## src/elevator_pkg.sv

```systemverilog
//////////////////////////////
// Floor 0 is the lowest landing; FLOOR_W limits a car to 16 floors
//////////////////////////////
package elevator_pkg;

    //////////////////////////////
    // Floor encoding
    //////////////////////////////

    // Bits in a floor index
    parameter int FLOOR_W = 4;

    typedef logic [FLOOR_W-1:0] floor_t;

    // Offered by a scanner, and the queue write once granted
    typedef struct packed {
        logic   valid;
        floor_t floor;
    } floor_request_t;

    //////////////////////////////
    // Dispatcher states
    //////////////////////////////

    // Idle has no target
    // Travel holds a target and may ask the car to move
    // Arrive lasts one cycle and strobes arrival
    typedef enum logic [1:0] {
        dispatch_idle   = 2'd0,
        dispatch_travel = 2'd1,
        dispatch_arrive = 2'd2
    } dispatch_state_t;

endpackage

```

## src/call_scanner.sv

```systemverilog
//////////////////////////////
// Holds one pending request at a time; presses during the wait are dropped
//////////////////////////////
`timescale 1ns/1ps

module call_scanner #(
    parameter int NUM_FLOORS = 11
) (
    input  logic                         clock,
    input  logic                         reset_n,
    input  logic [NUM_FLOORS-1:0]        buttons,
    input  elevator_pkg::floor_t         current_floor,
    input  logic                         power_on,
    input  logic                         emergency_button,
    input  logic                         grant,
    input  logic                         arrival,
    input  elevator_pkg::floor_t         arrival_floor,
    output elevator_pkg::floor_request_t request,
    output logic [NUM_FLOORS-1:0]        lamps
);
    import elevator_pkg::*;

    logic   press_found;
    floor_t press_floor;

    // Lowest pressed button that is dark and not the car's floor
    always_comb begin
        press_found = 1'b0;
        press_floor = '0;
        for (int i = NUM_FLOORS - 1; i >= 0; i--) begin
            if (buttons[i] && !lamps[i] && current_floor != FLOOR_W'(i)) begin
                press_found = 1'b1;
                press_floor = FLOOR_W'(i);
            end
        end
    end

    // Pending request, released by the grant
    always_ff @(posedge clock or negedge reset_n) begin
        if (!reset_n) begin
            request <= '0;
        end else if (request.valid) begin
            if (grant) begin
                request.valid <= 1'b0;
            end
        end else if (power_on && !emergency_button && press_found) begin
            request.valid <= 1'b1;
            request.floor <= press_floor;
        end
    end

    // Lamp lights when the queue takes the request
    // A grant on the arrival floor keeps its lamp lit since the new entry is still queued
    always_ff @(posedge clock or negedge reset_n) begin
        if (!reset_n) begin
            lamps <= '0;
        end else begin
            if (arrival) begin
                lamps[arrival_floor] <= 1'b0;
            end
            if (grant && request.valid) begin
                lamps[request.floor] <= 1'b1;
            end
        end
    end

endmodule

```

## src/car_dispatcher.sv

```systemverilog
//////////////////////////////
// Serves one target at a time; car motion is modelled outside
//////////////////////////////
`timescale 1ns/1ps

module car_dispatcher (
    input  logic                 clock,
    input  logic                 reset_n,
    input  elevator_pkg::floor_t head,
    input  logic                 empty,
    input  elevator_pkg::floor_t current_floor,
    input  logic                 car_moving,
    input  logic                 power_on,
    input  logic                 emergency_button,
    input  logic                 door_open_button,
    input  logic                 door_close_button,
    output logic                 pop,
    output elevator_pkg::floor_t target_floor,
    output logic                 direction_up,
    output logic                 activate,
    output logic                 arrival,
    output elevator_pkg::floor_t arrival_floor,
    output logic                 door_open_allowed,
    output logic                 door_close_allowed
);
    import elevator_pkg::*;

    dispatch_state_t state;
    logic            enabled;
    logic            at_target;

    assign enabled   = power_on && !emergency_button;
    assign at_target = !car_moving && current_floor == target_floor;

    //////////////////////////////
    // Car commands
    //////////////////////////////

    assign pop           = state == dispatch_idle && !empty && !car_moving && enabled;
    assign activate      = state == dispatch_travel && enabled && current_floor != target_floor;
    assign direction_up  = target_floor > current_floor;
    assign arrival       = state == dispatch_arrive;
    assign arrival_floor = target_floor;

    // Next target is taken from the queue head as it is popped
    always_ff @(posedge clock or negedge reset_n) begin
        if (!reset_n) begin
            state        <= dispatch_idle;
            target_floor <= '0;
        end else begin
            case (state)
                dispatch_idle: begin
                    if (pop) begin
                        state        <= dispatch_travel;
                        target_floor <= head;
                    end
                end
                dispatch_travel: begin
                    if (at_target) begin
                        state <= dispatch_arrive;
                    end
                end
                dispatch_arrive: state <= dispatch_idle;
                default:         state <= dispatch_idle;
            endcase
        end
    end

    //////////////////////////////
    // Door permissions
    //////////////////////////////

    // Stopped and powered only
    always_ff @(posedge clock or negedge reset_n) begin
        if (!reset_n) begin
            door_open_allowed  <= 1'b0;
            door_close_allowed <= 1'b0;
        end else begin
            door_open_allowed  <= door_open_button && !car_moving && power_on;
            door_close_allowed <= door_close_button && !car_moving && power_on;
        end
    end

endmodule

```

## src/floor_controller.sv

```systemverilog
//////////////////////////////
// Two scanners share one request queue; the car itself is driven from outside
//////////////////////////////
`timescale 1ns/1ps

module floor_controller #(
    parameter int NUM_FLOORS  = 11,
    parameter int QUEUE_DEPTH = 16
) (
    input  logic                  clock,
    input  logic                  reset_n,
    input  logic [NUM_FLOORS-1:0] car_buttons,
    input  logic [NUM_FLOORS-1:0] hall_buttons,
    input  logic                  door_open_button,
    input  logic                  door_close_button,
    input  logic                  emergency_button,
    input  logic                  power_on,
    input  elevator_pkg::floor_t  current_floor,
    input  logic                  car_moving,
    output elevator_pkg::floor_t  target_floor,
    output logic                  direction_up,
    output logic                  activate,
    output logic [NUM_FLOORS-1:0] car_lamps,
    output logic [NUM_FLOORS-1:0] hall_lamps,
    output logic                  door_open_allowed,
    output logic                  door_close_allowed
);
    import elevator_pkg::*;

    floor_request_t car_request;
    floor_request_t hall_request;
    floor_request_t queue_write;
    logic           car_grant;
    logic           hall_grant;
    logic           full;
    logic           empty;
    logic           pop;
    floor_t         head;
    logic           arrival;
    floor_t         arrival_floor;

    //////////////////////////////
    // Request capture
    //////////////////////////////

    call_scanner #(
        .NUM_FLOORS(NUM_FLOORS)
    ) car_scanner (
        .clock            (clock),
        .reset_n          (reset_n),
        .buttons          (car_buttons),
        .current_floor    (current_floor),
        .power_on         (power_on),
        .emergency_button (emergency_button),
        .grant            (car_grant),
        .arrival          (arrival),
        .arrival_floor    (arrival_floor),
        .request          (car_request),
        .lamps            (car_lamps)
    );

    call_scanner #(
        .NUM_FLOORS(NUM_FLOORS)
    ) hall_scanner (
        .clock            (clock),
        .reset_n          (reset_n),
        .buttons          (hall_buttons),
        .current_floor    (current_floor),
        .power_on         (power_on),
        .emergency_button (emergency_button),
        .grant            (hall_grant),
        .arrival          (arrival),
        .arrival_floor    (arrival_floor),
        .request          (hall_request),
        .lamps            (hall_lamps)
    );

    request_arbiter u_arbiter (
        .car_request  (car_request),
        .hall_request (hall_request),
        .full         (full),
        .car_grant    (car_grant),
        .hall_grant   (hall_grant),
        .queue_write  (queue_write)
    );

    //////////////////////////////
    // Queue and dispatch
    //////////////////////////////

    request_queue #(
        .QUEUE_DEPTH(QUEUE_DEPTH)
    ) u_queue (
        .clock   (clock),
        .reset_n (reset_n),
        .write   (queue_write),
        .pop     (pop),
        .head    (head),
        .full    (full),
        .empty   (empty)
    );

    car_dispatcher u_dispatcher (
        .clock              (clock),
        .reset_n            (reset_n),
        .head               (head),
        .empty              (empty),
        .current_floor      (current_floor),
        .car_moving         (car_moving),
        .power_on           (power_on),
        .emergency_button   (emergency_button),
        .door_open_button   (door_open_button),
        .door_close_button  (door_close_button),
        .pop                (pop),
        .target_floor       (target_floor),
        .direction_up       (direction_up),
        .activate           (activate),
        .arrival            (arrival),
        .arrival_floor      (arrival_floor),
        .door_open_allowed  (door_open_allowed),
        .door_close_allowed (door_close_allowed)
    );

endmodule

```

## src/request_arbiter.sv

```systemverilog
//////////////////////////////
// Combinational; hall calls win a tie and nothing is granted while full
//////////////////////////////
`timescale 1ns/1ps

module request_arbiter (
    input  elevator_pkg::floor_request_t car_request,
    input  elevator_pkg::floor_request_t hall_request,
    input  logic                         full,
    output logic                         car_grant,
    output logic                         hall_grant,
    output elevator_pkg::floor_request_t queue_write
);

    // Hall bank has fixed priority
    assign hall_grant = hall_request.valid && !full;
    assign car_grant  = car_request.valid && !hall_request.valid && !full;

    // Single write port of the shared queue
    always_comb begin
        queue_write = '0;
        if (hall_grant) begin
            queue_write = hall_request;
        end else if (car_grant) begin
            queue_write = car_request;
        end
    end

endmodule

```

## src/request_queue.sv

```systemverilog
//////////////////////////////
// QUEUE_DEPTH must be a power of two; writes when full are dropped
//////////////////////////////
`timescale 1ns/1ps

module request_queue #(
    parameter int QUEUE_DEPTH = 16
) (
    input  logic                         clock,
    input  logic                         reset_n,
    input  elevator_pkg::floor_request_t write,
    input  logic                         pop,
    output elevator_pkg::floor_t         head,
    output logic                         full,
    output logic                         empty
);
    import elevator_pkg::*;

    localparam int ADDR_W = $clog2(QUEUE_DEPTH);

    floor_t            mem [QUEUE_DEPTH];
    logic [ADDR_W-1:0] rd_ptr;
    logic [ADDR_W-1:0] wr_ptr;
    logic [ADDR_W:0]   count;
    logic              do_write;
    logic              do_pop;

    assign full     = count == (ADDR_W + 1)'(QUEUE_DEPTH);
    assign empty    = count == '0;
    assign do_write = write.valid && !full;
    assign do_pop   = pop && !empty;
    assign head     = mem[rd_ptr];

    // Storage
    always_ff @(posedge clock) begin
        if (do_write) begin
            mem[wr_ptr] <= write.floor;
        end
    end

    // Pointers wrap on their own width
    always_ff @(posedge clock or negedge reset_n) begin
        if (!reset_n) begin
            rd_ptr <= '0;
            wr_ptr <= '0;
            count  <= '0;
        end else begin
            if (do_write) begin
                wr_ptr <= wr_ptr + 1'b1;
            end
            if (do_pop) begin
                rd_ptr <= rd_ptr + 1'b1;
            end
            if (do_write && !do_pop) begin
                count <= count + 1'b1;
            end else if (do_pop && !do_write) begin
                count <= count - 1'b1;
            end
        end
    end

endmodule

```

## config.mk

```make
export PLATFORM = sky130hd
export DESIGN_NAME = floor_controller
export DESIGN_NICKNAME = d
export VERILOG_FILES = /design/src/elevator_pkg.sv /design/src/call_scanner.sv /design/src/car_dispatcher.sv /design/src/floor_controller.sv /design/src/request_arbiter.sv /design/src/request_queue.sv
export SDC_FILE = /design/constraint.sdc
export NUM_CORES = 1
export LEC_CHECK = 0
export ABC_CLOCK_PERIOD_IN_PS = 4600
export BUFFER_PORTS_ARGS = -buffer_cell sky130_fd_sc_hd__buf_2
export CAP_MARGIN = 30
export CORE_MARGIN = 4
export CORE_UTILIZATION = 55
export DETAILED_ROUTE_END_ITERATION = 7
export PLACE_DENSITY = 0.86
export SLEW_MARGIN = 20
export SYNTH_ARGS = -nofsm -noshare
export SYNTH_HDL_FRONTEND = slang
export SYNTH_SLANG_ARGS = --single-unit
```

## constraint.sdc

```tcl
create_clock -name clock -period 4.6 [get_ports clock]
set_clock_uncertainty 0.2 [all_clocks]
set_input_delay 0.23 -clock clock [delete_from_list [all_inputs] [get_ports clock]]
set_output_delay 0.23 -clock clock [all_outputs]
set_load 0.03 [all_outputs]
```

Word-level counts from Yosys, hierarchy flattened
Memory sizes are Yosys's and may differ from the RTL's. A register that Yosys moved wholly into a read port is not among the register bits.
Index checks and enable logic that the tools add are counted.

storage, ports and cells
  input port bits = 33
  flip-flop bits (word level) = 49
  bits in writable memories = 64
  memories = 1

memories
  name         depth  bits a word  rd ports  clocked after Yosys merged registers in  wr ports  RTL line             source
  u_queue.mem  16     4            1         1                                        1         request_queue.sv:21  floor_t mem [QUEUE_DEPTH];

operators by class
  reduce and logical (&&, ||, !) cells = 107
  $add $sub $neg = 4
  muxes and demuxes = 69
  bitwise gates (word level) = 7
  $lt $le $gt $ge = 7
  eq/ne operators = 17

operator list
  cell                 number
  $mux 4               22
  $logic_and 1x1->1    69
  $mux 11              4
  $mux 1               31
  $logic_not 1->1      30
  $mux 5               6
  $and 11x11->11       2
  $or 11x11->11        2
  $ne 4x3->1 const B   4
  $lt 4x5->1 const B   3
  $demux 1 s4          3
  $ge 4x1->1 const B   3
  $ne 4x4->1 const B   3
  $not 11->11          1
  $add 4x1->4 const B  2
  $ne 4x2->1 const B   2
  $reduce_and 2->1     4
  $add 5x1->5 const B  1
  $eq 5x5->1 const B   1
  $logic_not 5->1      1
  $sub 5x1->5 const B  1
  $eq 4x4->1           1
  $gt 4x4->1           1
  $mux 2               2
  11 further kinds     12

Logic depth before layout (Yosys ltp)
  depth in word-level cells = 17
  depth in mapped cells = 12
  mapped depth without buffers = 12

Cells and area by module
Synthesis repeated with hierarchy kept, for this count alone.

second synthesis, totals
  cells, all modules = 484
  area, all modules = 5,982.0 um^2

by module, submodules not included
  module                       instances  seq. area each (um^2)  area an instance (um^2)  cells an instance
  request_queue                1          2,247.2                3,303.2                  206
  call_scanner (car_scanner)   1          400.4                  1,061.0                  114
  call_scanner (hall_scanner)  1          400.4                  1,057.3                  113
  car_dispatcher               1          200.2                  485.5                    42
  request_arbiter              1          0.0                    75.1                     9

Worst setup path after synthesis
No wires, ideal clock.

  path type = flip-flop to flip-flop
  from = register u_queue.count[1]
  to = register u_queue.count[4]
  setup time = 79 ps
  period minus slack after synthesis = 3,160 ps
  stages on the path, launching flop included = 13
  arrival time = 2,881 ps
  path buffers = 0
  slack = 1,440 ps
  path through = dfrtp_1 nor4_1 nand2_1 o21ai_0 clkinv_1 ha_1 inv_1 ha_1 nor2b_1 o21a_1 or3_1 a21oi_1 xor2_1

between the ends
  longest elaborated chain between the ends = 9
  elaborated cells on any way between the ends = 22
  classes of those cells = add/sub (2); eq/ne (1); mux (4); reduce/logical (15)

ends and longest elaborated chain
  what                                RTL line                                                           source
  from (decl)                         request_queue.sv:24                                                logic [ADDR_W:0] count;
  from (signal assigned)              request_queue.sv:55                                                count <= count + 1'b1;
  from (signal assigned)              request_queue.sv:57                                                count <= count - 1'b1;
  $eq 5x5->1 *                        request_queue.sv:28                                                assign full = count == (ADDR_W + 1)'(QUEUE_DEPTH);
  $logic_not 1->1 *                   request_arbiter.sv:16, request_arbiter.sv:17, request_queue.sv:30
  $logic_and 1x1->1                   request_arbiter.sv:17                                              assign car_grant = car_request.valid && !hall_request.valid && !full;
  $mux 5                              request_arbiter.sv:24                                              end else if (car_grant) begin
  $mux 5                              request_arbiter.sv:22                                              if (hall_grant) begin
  $logic_and 1x1->1 *                 request_queue.sv:30                                                assign do_write = write.valid && !full;
  named net u_queue.do_write          request_queue.sv:25                                                logic do_write;
  $logic_not 1->1                     request_queue.sv:56                                                end else if (do_pop && !do_write) begin
  $logic_and 1x1->1                   request_queue.sv:56
  $reduce_bool 2->1 (no source line)  -

Mark *: on every way through the listed nets, which the timed path passes. The rest lies on a longest branch. The select of a mux whose other input is x is not followed.
A chain may end at the register's enable or synchronous reset.

Worst setup path after layout
Same ends and word-level chain as after synthesis.

==> summary.txt <==
Clock network
  – Clock root cell: clkbuf_8
  – CTS tree: built
  – Clock-pin transition on the worst setup and hold timing paths: approximately 0.060 ns
  – Longest Clk Path Bufs: 2
  – TritonCTS buffer count: 17
  – H-Tree Depth: 4
  – Post-cts repair resize count: 0
  – Clk sinks: roughly 120
  – Worst-Skew Late Latency: roughly 0.5 ns

Critical path
  – CP Cell Sequence: nor4_1, nand2_1, o21ai_0, clkinv_1, ha_1, inv_1, ha_1, nor2b_1, o21a_1, or3_1, a21oi_1, xor2_1
  – Worst Path Arrival: 4.03 ns
  – CP max FO: 7
  – Top cell by count, worst path: ha_1
  – Slowest CP cell: nor4_1
  – CP Capture Type: register
  – Worst EP required: 4.84 ns
  – Startpoint Class: register
  – Buffers and inverters on the worst path: 2
  – R2r setup slk: 0.80 ns
  – CP delay by family, top: simple AND/OR/NAND/NOR gates
  – Critical path class: register to register
  – Slowest Stage Delay on Critical Path: a little over 0.6 ns

Yosys
  – Synth area leaders: edfxtp_1 (34%), dfrtp_1 (23%), mux4_2 (8.0%)
  – Adder-cell share of the synthesized area: approximately 3.2%
  – Ys Warns: 0
  – Mux cell area share after synthesis: under 10%
  – Sequential area share after synthesis: 57.4%
  – Main synth FF type: edfxtp_1
  – Simple-gate portion of the synthesized area: between 15 and 20%
  – Flops & latches, synth: approximately 120
  – EDFF count, synth: 64
  – Largest family of logic cells by synthesized area: simple AND/OR/NAND/NOR gates
  – Syn Area/Cell: between 10 and 15 um2
  – XOR/XNOR Fraction of Synth Area: under 10%
  – FFs w/ async S/R, synth: roughly 45%
  – Synthesized Nets: 465
  – Top-area cell type share of the netlist area: ~34%
  – Synthesized instance count: around 420
  – Post-synth top cells: edfxtp_1 (64), dfrtp_1 (53), nand2_1 (26)
  – Most frequent cell after synthesis: edfxtp_1
  – Dominant cell type by area after synthesis: edfxtp_1
  – Compound-Gate Fraction of Synth Area: 9.92%
  – Cell Area, Synth: 0.00566 mm2
  – Synth unique cells: between 60 and 70

Timing
  – Max Fclk: about 260 MHz
  – Setup-failing EPs final: 0
  – Max-slew violations: 0
  – Sum Neg Setup Slack: 0 ns
  – Final Hold Viols: 0
  – Worst-Margin Slew: 0.837 ns
  – Final period util: between 80% and 90%
  – Slew margin rel.: around 44%
  – Final period demand of the worst path: 3.80 ns
  – RSZ-0062 raised after global routing: false

Route
  – Post-DRT Antenna Nets: 0
  – Drt drc: 0
  – Vias: just under 4k
  – Wirelength, routed: between 10000 and 15000 um
  – TritonRoute pass-1 iters: 5
  – Initial DRC count: approximately 340
  – WL/cell: around 20 um
  – Vias per cell: 6.07

Cells and area
  – Synth-to-Final Area Change: 20.0%
  – Storage cell area: 0.00325 mm2
  – Final Cell Area: slightly below 0.007 mm2
  – Fillers: 660
  – Final #Nets: 548
  – Share of cells above drive strength 1: a little over a quarter
  – Multi-input logic area: around 0.0023 mm2
  – N_diodes: 0

Die
  – Starting Density: 57.1%
  – Chip width: 109 um
  – I/O pin cnt: 63
  – Core Rows: 36
  – Total core area: just under 0.01 mm2
  – Die extent in y: between 100 and 150 um
  – Die area: around 0.012 mm2

Place
  – IO buf count: slightly above 60
  – Post-DP HPWL: around 9400 um
  – GP Congestion: ~0.87
  – Placed inst area: just over 0.006 mm2

GRT
  – Initial antenna violation count: 0
  – Grt ovf: 0
  – Vias in the first global route: ~4.0k
  – Tot GR Track Use: about a quarter
  – Largest net degree at the start of global routing: 54
  – First-pass GRT wire length: approximately 21000 um

Min path
  – Hold Crit Class: input pin to register

Power
  – Cell area power density: roughly 700 mW/mm2
  – Lkg Pwr: approximately 2.7 nW
  – Worst-case vdd ir drop: ~370 uV

Run status
  – Status: finished, final reports clean

Flow run
  – Max-cap viol count: 0
==> cells in the final DEF, fill, tap and decap left out, types with 4 or more instances in the layout <==
master,instances
nor2b_1,13
xnor2_1,5
and2_1,16
bufinv_16,4
nand2_1,26
a22o_1,21
mux2_2,5
clkbuf_16,16
ha_1,13
nand4_1,4
nor3b_1,5
buf_2,62
o21ai_0,14
nand4bb_1,4
dlygate4sd3_1,8
dfrtp_1,53
mux4_2,20
xor2_1,5
nor3_1,7
inv_1,18
edfxtp_1,64
nor2_1,22
a21oi_1,10
nand3b_1,4
nand3_1,4
buf_4,4
mux2i_1,4
nand2b_1,13
==> worst register-to-register path, stage by stage (launching register included) <==
cell and delay, ns:
dfrtp_1 0.41, nor4_1 0.61, nand2_1 0.18, o21ai_0 0.25
clkinv_1 0.37, ha_1 0.34, inv_1 0.13, ha_1 0.28
nor2b_1 0.15, o21a_1 0.17, or3_1 0.30, a21oi_1 0.17
xor2_1 0.15
==> cell families after synthesis <==
logic type                 Yosys count
AOI/OAI and AO/OA                   74
adders and majority gates           14
xor gates and xnor gates            10
and+or+nand+nor                    143
DFF                                117
muxes                               30
buffers and inverters               30
==> path summary, 6_finish.rpt <==
kind	start	to	cells after the start
worst max-delay path	u_queue.count[1]$_DFFE_PN0P_	u_queue.count[4]$_DFFE_PN0P_	12
worst min-delay path	emergency_button	u_queue.rd_ptr[2]$_DFFE_PN0P_	4
worst max register to register	u_queue.count[1]$_DFFE_PN0P_	u_queue.count[4]$_DFFE_PN0P_	12
worst min register to register	u_queue.count[2]$_DFFE_PN0P_	u_queue.count[2]$_DFFE_PN0P_	2
max in group asynchronous	reset_n	u_queue.wr_ptr[0]$_DFFE_PN0P_	3
min in group asynchronous	reset_n	u_queue.rd_ptr[3]$_DFFE_PN0P_	3
==> cell type report <==
| cell class | instances | area share (%) |
|---|---|---|
| Tap cell | 133 | 2.45 |
| Multi-Input combinational cell | 271 | 33.5 |
| Clock inverter | 12 | 2.61 |
| Sequential cell | 117 | 47.8 |
| Inverter | 19 | 1.05 |
| Clock buffer | 19 | 6.20 |
| Timing Repair Buffer | 75 | 6.41 |
==> routing by layer <==
layer | GRT usage [%] | routed length [um] | up-vias
li1 | - | - | 1761
met1 | 27.6 | 5110 | 1927
met2 | 41.2 | 6760 | 182
met3 | 5.34 | 904 | 49
met4 | 11.7 | 503 | 0
met5 | 0 | 0 | -
==> sequential cells by signal (all words and copies together) (netlist names) <==
| signal | flops |
|---|---|
| u_dispatcher.arrival_floor | 4 |
| u_dispatcher.door_close_allowed | 1 |
| u_queue.mem | 64 |
| u_dispatcher.state | 2 |
| u_queue.rd_ptr | 4 |
| hall_scanner.request | 5 |
| car_scanner.lamps | 11 |
| car_scanner.request | 5 |
| u_queue.count | 5 |
| hall_scanner.lamps | 11 |
| u_dispatcher.door_open_allowed | 1 |
| u_queue.wr_ptr | 4 |
==> power breakdown <==
part | leakage, nW | internal [W] | switching [W]
Combinational | 1.24 | 0.000740 | 0.00102
Sequential | 1.22 | 0.00147 | 0.000310
Clock | 0.283 | 0.000877 | 0.000451
Total | 2.75 | 0.00309 | 0.00178
==> stage by stage <==
stage	utilization, %	std cells	worst slack, ns	power (W)	hold WS, ns
6_report	68.6	646	0.805	0.00487	0.0450
4_1_cts	68.6	646	0.808	0.00488	0.0191
3_3_place_gp	61.6	606	1.18	0.00341	0.184
2_1_floorplan	-	418	1.44	0.00297	-0.266
3_5_place_dp	61.7	607	0.972	0.00351	0.196
5_1_grt	68.6	646	0.406	0.00512	0.0462
==> repair_timing <==
action | in CTS | in global routing
buffers inserted | 0 | 0
hold buffers | 8 | 0
hold endpoints to repair | 59 | 0
Note: power is estimated with default switching activity, not from simulation.
